### src/design/fetch_pkg.sv
/*
 * Shared constants and types of the RV32I fetch unit.
 * Only the integer subset plus CSRRW/CSRRS, ECALL, EBREAK and MRET is covered.
 * The reset pc is the one tunable value; change it here.
 */
`default_nettype none

package fetch_pkg;

	// first fetch address after reset
	localparam logic [31:0] RESET_PC = 32'h8000_0000;

	// read response code for a good beat
	localparam logic [1:0] RESP_OKAY = 2'b00;

	// major opcodes
	localparam logic [6:0] OPC_LUI    = 7'b0110111;
	localparam logic [6:0] OPC_AUIPC  = 7'b0010111;
	localparam logic [6:0] OPC_JAL    = 7'b1101111;
	localparam logic [6:0] OPC_JALR   = 7'b1100111;
	localparam logic [6:0] OPC_BRANCH = 7'b1100011;
	localparam logic [6:0] OPC_LOAD   = 7'b0000011;
	localparam logic [6:0] OPC_STORE  = 7'b0100011;
	localparam logic [6:0] OPC_OPIMM  = 7'b0010011;
	localparam logic [6:0] OPC_OP     = 7'b0110011;
	localparam logic [6:0] OPC_SYSTEM = 7'b1110011;

	// funct3 for loads and stores
	localparam logic [2:0] F3_LB  = 3'b000;
	localparam logic [2:0] F3_LH  = 3'b001;
	localparam logic [2:0] F3_LW  = 3'b010;
	localparam logic [2:0] F3_LBU = 3'b100;
	localparam logic [2:0] F3_LHU = 3'b101;
	localparam logic [2:0] F3_SB  = 3'b000;
	localparam logic [2:0] F3_SH  = 3'b001;
	localparam logic [2:0] F3_SW  = 3'b010;

	// funct3 for op-imm, SRI covers both srli and srai
	localparam logic [2:0] F3_ADDI  = 3'b000;
	localparam logic [2:0] F3_SLTI  = 3'b010;
	localparam logic [2:0] F3_SLTIU = 3'b011;
	localparam logic [2:0] F3_XORI  = 3'b100;
	localparam logic [2:0] F3_ORI   = 3'b110;
	localparam logic [2:0] F3_ANDI  = 3'b111;
	localparam logic [2:0] F3_SLLI  = 3'b001;
	localparam logic [2:0] F3_SRI   = 3'b101;

	// csr access
	localparam logic [2:0] F3_CSRRW = 3'b001;
	localparam logic [2:0] F3_CSRRS = 3'b010;

	// upper bits allowed on shift immediates
	localparam logic [6:0] F7_ZERO = 7'h00;
	localparam logic [6:0] F7_SRA  = 7'h20;

	// system words matched as a whole
	localparam logic [31:0] INST_ECALL  = 32'h0000_0073;
	localparam logic [31:0] INST_EBREAK = 32'h0010_0073;
	localparam logic [31:0] INST_MRET   = 32'h3020_0073;

	typedef struct packed {
		logic        valid;
		logic [31:0] addr;
	} ar_t;

	typedef struct packed {
		logic        valid;
		logic [31:0] data;
		logic [1:0]  resp;
	} r_t;

	// next-pc request, csr wins over jmp, jmp over branch
	typedef struct packed {
		logic        csr_jmp;
		logic [31:0] csr_pc;
		logic        jmp;
		logic [31:0] jmp_target;
		logic        br_req;
		logic        br_taken;
		logic [31:0] br_target;
	} redirect_t;

	// one instruction word, seen as r-type or as i-type shift
	typedef union packed {
		struct packed {
			logic [6:0] funct7;
			logic [4:0] rs2;
			logic [4:0] rs1;
			logic [2:0] funct3;
			logic [4:0] rd;
			logic [6:0] opcode;
		} r_view;
		struct packed {
			logic [6:0] imm_hi;
			logic [4:0] shamt;
			logic [4:0] rs1;
			logic [2:0] funct3;
			logic [4:0] rd;
			logic [6:0] opcode;
		} i_view;
	} inst_u;

endpackage

`default_nettype wire

### src/design/fetch_ctrl.sv
/*
 * Four-state fetch machine: ADDR, LOAD, READY, FINISH.
 * One fetch in flight. A non-OKAY beat is dropped and the same pc is
 * requested again. The instruction register has no reset.
 */
`timescale 1ns/1ps
`default_nettype none

module fetch_ctrl (
	input  wire logic           clk,
	input  wire logic           rst,
	input  wire logic [31:0]    pc_i,
	input  wire logic           retire_i,
	output fetch_pkg::ar_t      ar_o,
	input  wire logic           ar_ready_i,
	input  fetch_pkg::r_t       r_i,
	output logic                r_ready_o,
	output logic                inst_valid_o,
	output fetch_pkg::inst_u    inst_o,
	output logic                step_o
);

	typedef enum logic [1:0] {
		ST_ADDR   = 2'b00,
		ST_LOAD   = 2'b01,
		ST_READY  = 2'b10,
		ST_FINISH = 2'b11
	} state_t;

	state_t state_q;
	state_t state_d;

	logic beat_ok;
	logic beat_err;

	fetch_pkg::inst_u inst_q;

	// data beat outcome, only meaningful in LOAD
	assign beat_ok  = r_ready_o && r_i.valid && (r_i.resp == fetch_pkg::RESP_OKAY);
	assign beat_err = r_ready_o && r_i.valid && (r_i.resp != fetch_pkg::RESP_OKAY);

	always_comb begin
		state_d = state_q;
		case (state_q)
			ST_ADDR: begin
				if (ar_ready_i) begin
					state_d = ST_LOAD;
				end
			end
			ST_LOAD: begin
				if (beat_ok) begin
					state_d = ST_READY;
				end else if (beat_err) begin
					// retry same address, pc untouched
					state_d = ST_ADDR;
				end
			end
			ST_READY: begin
				state_d = ST_FINISH;
			end
			ST_FINISH: begin
				if (retire_i) begin
					state_d = ST_ADDR;
				end
			end
			default: begin
				state_d = ST_ADDR;
			end
		endcase
	end

	always_ff @(posedge clk) begin
		if (rst) begin
			state_q <= ST_ADDR;
		end else begin
			state_q <= state_d;
		end
	end

	// capture on the okay beat only
	always_ff @(posedge clk) begin
		if (beat_ok) begin
			inst_q <= r_i.data;
		end
	end

	assign ar_o.valid   = (state_q == ST_ADDR);
	assign ar_o.addr    = pc_i;
	assign r_ready_o    = (state_q == ST_LOAD);
	assign inst_valid_o = (state_q == ST_READY);
	assign inst_o       = inst_q;

	// pc sequencer loads the next pc on this same edge
	assign step_o = (state_q == ST_FINISH) && retire_i;

	ch_exclusive: assert property (
		@(posedge clk) disable iff (rst)
		!(ar_o.valid && r_ready_o)
	) else $error("fetch_ctrl: address and data channel active together");

	// request must hold until accepted, pc comes from the sequencer
	ar_hold: assert property (
		@(posedge clk) disable iff (rst)
		(ar_o.valid && !ar_ready_i) |=> (ar_o.valid && $stable(ar_o.addr))
	) else $error("fetch_ctrl: address request dropped or changed before accept");

endmodule

`default_nettype wire

### src/design/fetch_top.sv
/*
 * Instruction fetch unit top: pc sequencer, fetch FSM, legality check.
 * inst_o, pc_o and illegal_o are valid from inst_valid_o until the next fetch.
 */
`timescale 1ns/1ps
`default_nettype none

module fetch_top (
	input  wire logic                 clk,
	input  wire logic                 rst,
	input  wire logic                 retire_i,
	input  fetch_pkg::redirect_t      redirect_i,
	output fetch_pkg::ar_t            ar_o,
	input  wire logic                 ar_ready_i,
	input  fetch_pkg::r_t             r_i,
	output logic                      r_ready_o,
	output logic                      inst_valid_o,
	output logic [31:0]               inst_o,
	output logic [31:0]               pc_o,
	output logic                      illegal_o
);

	logic             step;
	logic [31:0]      pc;
	fetch_pkg::inst_u inst;

	pc_sequencer i_pc_sequencer (
		.clk        (clk),
		.rst        (rst),
		.step_i     (step),
		.redirect_i (redirect_i),
		.pc_o       (pc)
	);

	fetch_ctrl i_fetch_ctrl (
		.clk          (clk),
		.rst          (rst),
		.pc_i         (pc),
		.retire_i     (retire_i),
		.ar_o         (ar_o),
		.ar_ready_i   (ar_ready_i),
		.r_i          (r_i),
		.r_ready_o    (r_ready_o),
		.inst_valid_o (inst_valid_o),
		.inst_o       (inst),
		.step_o       (step)
	);

	inst_legality i_inst_legality (
		.inst_i    (inst),
		.illegal_o (illegal_o)
	);

	assign inst_o = inst;
	assign pc_o   = pc;

endmodule

`default_nettype wire

### src/design/inst_legality.sv
/*
 * Flags any word outside the supported RV32I subset.
 * Purely combinational; follows the held instruction register.
 * Any OP (R-type) encoding passes, funct7 is not checked there.
 */
`timescale 1ns/1ps
`default_nettype none

module inst_legality (
	input  fetch_pkg::inst_u inst_i,
	output logic             illegal_o
);

	logic [6:0] opcode;
	logic [2:0] funct3;
	logic [6:0] imm_hi;
	logic       sys_word;
	logic       legal;

	assign opcode = inst_i.r_view.opcode;
	assign funct3 = inst_i.r_view.funct3;

	// shift immediates keep their upper bits where r-type has funct7
	assign imm_hi = inst_i.i_view.imm_hi;

	assign sys_word = (inst_i == fetch_pkg::INST_ECALL)
		|| (inst_i == fetch_pkg::INST_EBREAK)
		|| (inst_i == fetch_pkg::INST_MRET);

	always_comb begin
		legal = 1'b0;
		case (opcode)
			fetch_pkg::OPC_LUI,
			fetch_pkg::OPC_AUIPC,
			fetch_pkg::OPC_JAL,
			fetch_pkg::OPC_BRANCH,
			fetch_pkg::OPC_OP: begin
				legal = 1'b1;
			end
			fetch_pkg::OPC_JALR: begin
				legal = (funct3 == 3'b000);
			end
			fetch_pkg::OPC_LOAD: begin
				legal = (funct3 == fetch_pkg::F3_LB) || (funct3 == fetch_pkg::F3_LH)
					|| (funct3 == fetch_pkg::F3_LW) || (funct3 == fetch_pkg::F3_LBU)
					|| (funct3 == fetch_pkg::F3_LHU);
			end
			fetch_pkg::OPC_STORE: begin
				legal = (funct3 == fetch_pkg::F3_SB) || (funct3 == fetch_pkg::F3_SH)
					|| (funct3 == fetch_pkg::F3_SW);
			end
			fetch_pkg::OPC_OPIMM: begin
				case (funct3)
					fetch_pkg::F3_ADDI,
					fetch_pkg::F3_SLTI,
					fetch_pkg::F3_SLTIU,
					fetch_pkg::F3_XORI,
					fetch_pkg::F3_ORI,
					fetch_pkg::F3_ANDI: legal = 1'b1;
					fetch_pkg::F3_SLLI: legal = (imm_hi == fetch_pkg::F7_ZERO);
					// srli or srai
					fetch_pkg::F3_SRI: legal = (imm_hi == fetch_pkg::F7_ZERO)
						|| (imm_hi == fetch_pkg::F7_SRA);
					default: legal = 1'b0;
				endcase
			end
			fetch_pkg::OPC_SYSTEM: begin
				legal = (funct3 == fetch_pkg::F3_CSRRW) || (funct3 == fetch_pkg::F3_CSRRS)
					|| sys_word;
			end
			default: begin
				legal = 1'b0;
			end
		endcase
	end

	assign illegal_o = !legal;

endmodule

`default_nettype wire

### src/design/pc_sequencer.sv
/*
 * Program counter with prioritised next-pc select.
 * All redirect targets must be word aligned; nothing here realigns them.
 */
`timescale 1ns/1ps
`default_nettype none

module pc_sequencer (
	input  wire logic                 clk,
	input  wire logic                 rst,
	input  wire logic                 step_i,
	input  fetch_pkg::redirect_t      redirect_i,
	output logic [31:0]               pc_o
);

	logic [31:0] pc_q;
	logic [31:0] pc_plus4;
	logic [31:0] pc_next;
	logic        br_hit;

	assign pc_plus4 = pc_q + 32'd4;

	// a branch only counts when it is both requested and taken
	assign br_hit = redirect_i.br_req && redirect_i.br_taken;

	always_comb begin
		if (redirect_i.csr_jmp) begin
			pc_next = redirect_i.csr_pc;
		end else if (redirect_i.jmp) begin
			pc_next = redirect_i.jmp_target;
		end else if (br_hit) begin
			pc_next = redirect_i.br_target;
		end else begin
			pc_next = pc_plus4;
		end
	end

	always_ff @(posedge clk) begin
		if (rst) begin
			pc_q <= fetch_pkg::RESET_PC;
		end else if (step_i) begin
			pc_q <= pc_next;
		end
	end

	assign pc_o = pc_q;

	// misaligned target from the core would show up here
	pc_aligned: assert property (
		@(posedge clk) disable iff (rst)
		pc_o[1:0] == 2'b00
	) else $error("pc_sequencer: misaligned pc %h", pc_o);

endmodule

`default_nettype wire

### config.mk
export PLATFORM = sky130hd
export DESIGN_NAME = fetch_top
export DESIGN_NICKNAME = d
export VERILOG_FILES = /design/src/design/fetch_pkg.sv /design/src/design/fetch_ctrl.sv /design/src/design/fetch_top.sv /design/src/design/inst_legality.sv /design/src/design/pc_sequencer.sv
export SDC_FILE = /design/constraint.sdc
export NUM_CORES = 1
export LEC_CHECK = 0
export ABC_CLOCK_PERIOD_IN_PS = 2650
export BUFFER_PORTS_ARGS = -buffer_cell sky130_fd_sc_hd__buf_2
export CAP_MARGIN = 20
export CORE_AREA = 2 2 129 81
export CTS_CLUSTER_SIZE = 10
export DETAILED_ROUTE_END_ITERATION = 10
export DIE_AREA = 0 0 131 83
export PLACE_DENSITY = 0.8
export SYNTH_ARGS = -nofsm -noshare
export SYNTH_HDL_FRONTEND = slang
export SYNTH_SLANG_ARGS = --single-unit
### constraint.sdc
create_clock -name clk -period 2.65 [get_ports clk]
set_input_delay 0.6625 -clock clk [delete_from_list [all_inputs] [get_ports clk]]
set_output_delay 0.6625 -clock clk [all_outputs]
set_load 0.005 [all_outputs]
==> impl_metrics.tcl <==
set metrics [dict create \
    place_area_sq_um 5370 \
    dr.pass1.iters 5 \
    post-dp-hpwl_mm 11.8 \
    vias_per_cell 5.82 \
    clkTransAtPathRegs_ns 0.06 \
    finalClockSkew_ns 0.00768 \
    status "finished with violations" \
    slew_violations 0 \
    detail-route-antenna-nets 0 \
    port_buffers 238 \
    cp.required_ns 1.99 \
    nFillCells 883 \
    initial_core_util 0.440 \
    cts_buffers 9 \
    synth_ff_type "dfxtp_1" \
    reg2regPathDepth 5 \
    yosysWarningCount 0 \
    gr-total-overflow 0 \
    final_cell_mix "buf_2, a21oi_1, nand2_1" \
    synth.net_count 634 \
    synth-seq-cells 66 \
    min_to "i_fetch_ctrl.inst_o[24]" \
    place.gp.congestion 0.958 \
    final_common_cell "buf_2" \
    min_period_over_period 1.05 \
    htreeDepth 3 \
    ys_seq_area_frac 0.388 \
    routed_wl_mm 15.3 \
    critical_path_class "flop to output port" \
    grt_util_all_layers 0.273 \
    synth_edf_count 32 \
    whs_ns 0.512 \
    fin_crit_ns 2.79 \
    async_flop_share 0 \
    clkSinkCount 66 \
    holdPathStages 1 \
    fin_area_sq_um 5700 \
    die_x_um 131 \
    cts_root_buf "clkbuf_16" \
    cap_viol_max_count 0 \
    reg2reg_to "i_pc_sequencer.pc_o[28]" \
    fmax_mhz 358 \
    antenna_found_initial 0 \
    crit_fanout 2 \
    dieHeight_um 83 \
    r2r_start "i_pc_sequencer.pc_o[13]" \
    slew-limit-headroom 0.550 \
    ioPinCount 239 \
    violations "negative setup slack" \
    hp-class "primary input to flop" \
    seqCellArea_sq_um 1640 \
    dr.first_iter.drc_count 377 \
    ctsHoldBuffers 0 \
    clockBufferDepth 2 \
    dpl.cell_count 823 \
    crit_path_start "i_fetch_ctrl.inst_o[16]" \
    r2r_slack_ns 0.37 \
    hold_viol_final 0 \
    hp-start "r_i[26]" \
    setup_viol 1 \
    syn_area_per_cell_sq_um 8.57 \
    wl_per_cell_um 18.3 \
    cp-start-kind "flop" \
    powerDensity_nw_per_um2 454 \
    fin_ws_ns -0.145 \
    die_area_sq_um 10900 \
    synthDistinctLibCells 74 \
    grt_setup_unrepaired "true" \
    end_kind "output port" \
    multiInputGateArea_sq_um 2230 \
    final_nets 839 \
    layout-drive-gt1-share 0.413 \
    syn2layout_area_growth_pct 34.6 \
    tightest_slew_ns 0.670 \
    n_antenna_cell 0 \
    grt_pass1_vias 4568 \
    grt_max_degree 34 \
    peakVddDrop_mv 0.313 \
    drc 0 \
    p_leak_nw 2.58 \
    grt_pass1_wl_mm 23.3 \
    post-place-ws_ns 0.0474 \
    netlist_instances 494 \
    syn_area_sq_um 4240 \
    arrival_ns 2.13 \
    tritoncts "yes" \
    core_area_sq_um 9630 \
    fp-row-count 28 \
    vias 4887 \
    fin_cells 839 \
    clock_latency_ns 0.32 \
    cts_setup_buffers 0 \
]
==> layer usage <==
layer	track usage	wire length (um)
met1	0.378	6560
met2	0.412	6880
met3	0.0844	1710
met4	0.0764	202
met5	0	0
==> timing repair <==
item,in CTS,in global routing
pin swaps,5,4
setup endpoints to repair,1,1
resized for setup,4,4
hold endpoints to repair,0,0
==> critical path: stages, from the launching register on <==
cell and delay [ns]:
edfxtp_1 0.38, or4_4 0.56, nor3_4 0.15, a311oi_2 0.13
a2111oi_2 0.34, o21ai_1 0.12, buf_2 0.14
==> power by group <==
group	internal [mW]	switching, mW
registers	1.08	0.0123
clock network	0.754	0.430
logic	0.143	0.165
total	1.98	0.607
==> stage by stage <==
| step | power [mW] | utilization | TNS, ns |
|---|---|---|---|
| final | 2.59 | 0.592 | -0.145 |
| after global routing | 2.67 | 0.592 | -0.257 |
| after CTS | 2.60 | 0.591 | -0.144 |
| after detailed placement | 1.41 | 0.557 | 0 |
| after global placement | 1.40 | 0.557 | 0 |
| after floorplan | 1.25 | - | 0 |
==> cells in the mapped netlist, types with 6 or more instances <==
cell      instances  area share
nor4_1            6      0.0089
o22ai_1          10       0.015
a211oi_1          7       0.012
a21oi_1          41       0.048
nand2_1          40       0.035
a22oi_1           7       0.012
mux2i_1          13       0.031
inv_1             7      0.0062
buf_4            33       0.058
a31oi_1           8       0.012
nor2_1           37       0.033
dfxtp_1          34        0.16
clkbuf_1         28       0.025
nand4_1           6      0.0089
nand3_1          24       0.028
nand2b_1          8       0.012
and3_1           10       0.015
nor3_1           14       0.017
o21ai_0          35       0.041
edfxtp_1         32        0.23
==> flip-flops by register name (all words and copies together), names as in the netlist, named ones only <==
name / flops
i_fetch_ctrl.inst_o: 32
i_fetch_ctrl.state_q: 1
i_pc_sequencer.pc_o: 32
==> worst max path at each step <==
stage	endpoint	slack, ns	depth (start not counted)
2_1_floorplan	illegal_o	0.42	5
3_3_place_gp	illegal_o	0.10	6
3_5_place_dp	illegal_o	0.05	6
4_1_cts	illegal_o	-0.14	6
5_1_grt	illegal_o	-0.26	6
6_report	illegal_o	-0.14	6
==> cells by family after synthesis <==
kind of cell	after synthesis	share of synthesized area
buffers and inverters	71	0.0939
xor gates and xnor gates	6	0.0124
and+or+nand+nor	182	0.236
DFF	66	0.388
muxes	13	0.0307
AOI/OAI and AO/OA	155	0.237
adders and majority gates	1	0.00295
==> final cells by class <==
class | instances | share of cell area
clock buffer | 12 | 0.0432
sequential | 66 | 0.288
inverter | 8 | 0.00527
clock inverter | 4 | 0.00900
multi-input combinational | 357 | 0.391
tap | 135 | 0.0296
timing repair buffer | 257 | 0.234
No activity file was read; power rests on OpenSTA's default activity.
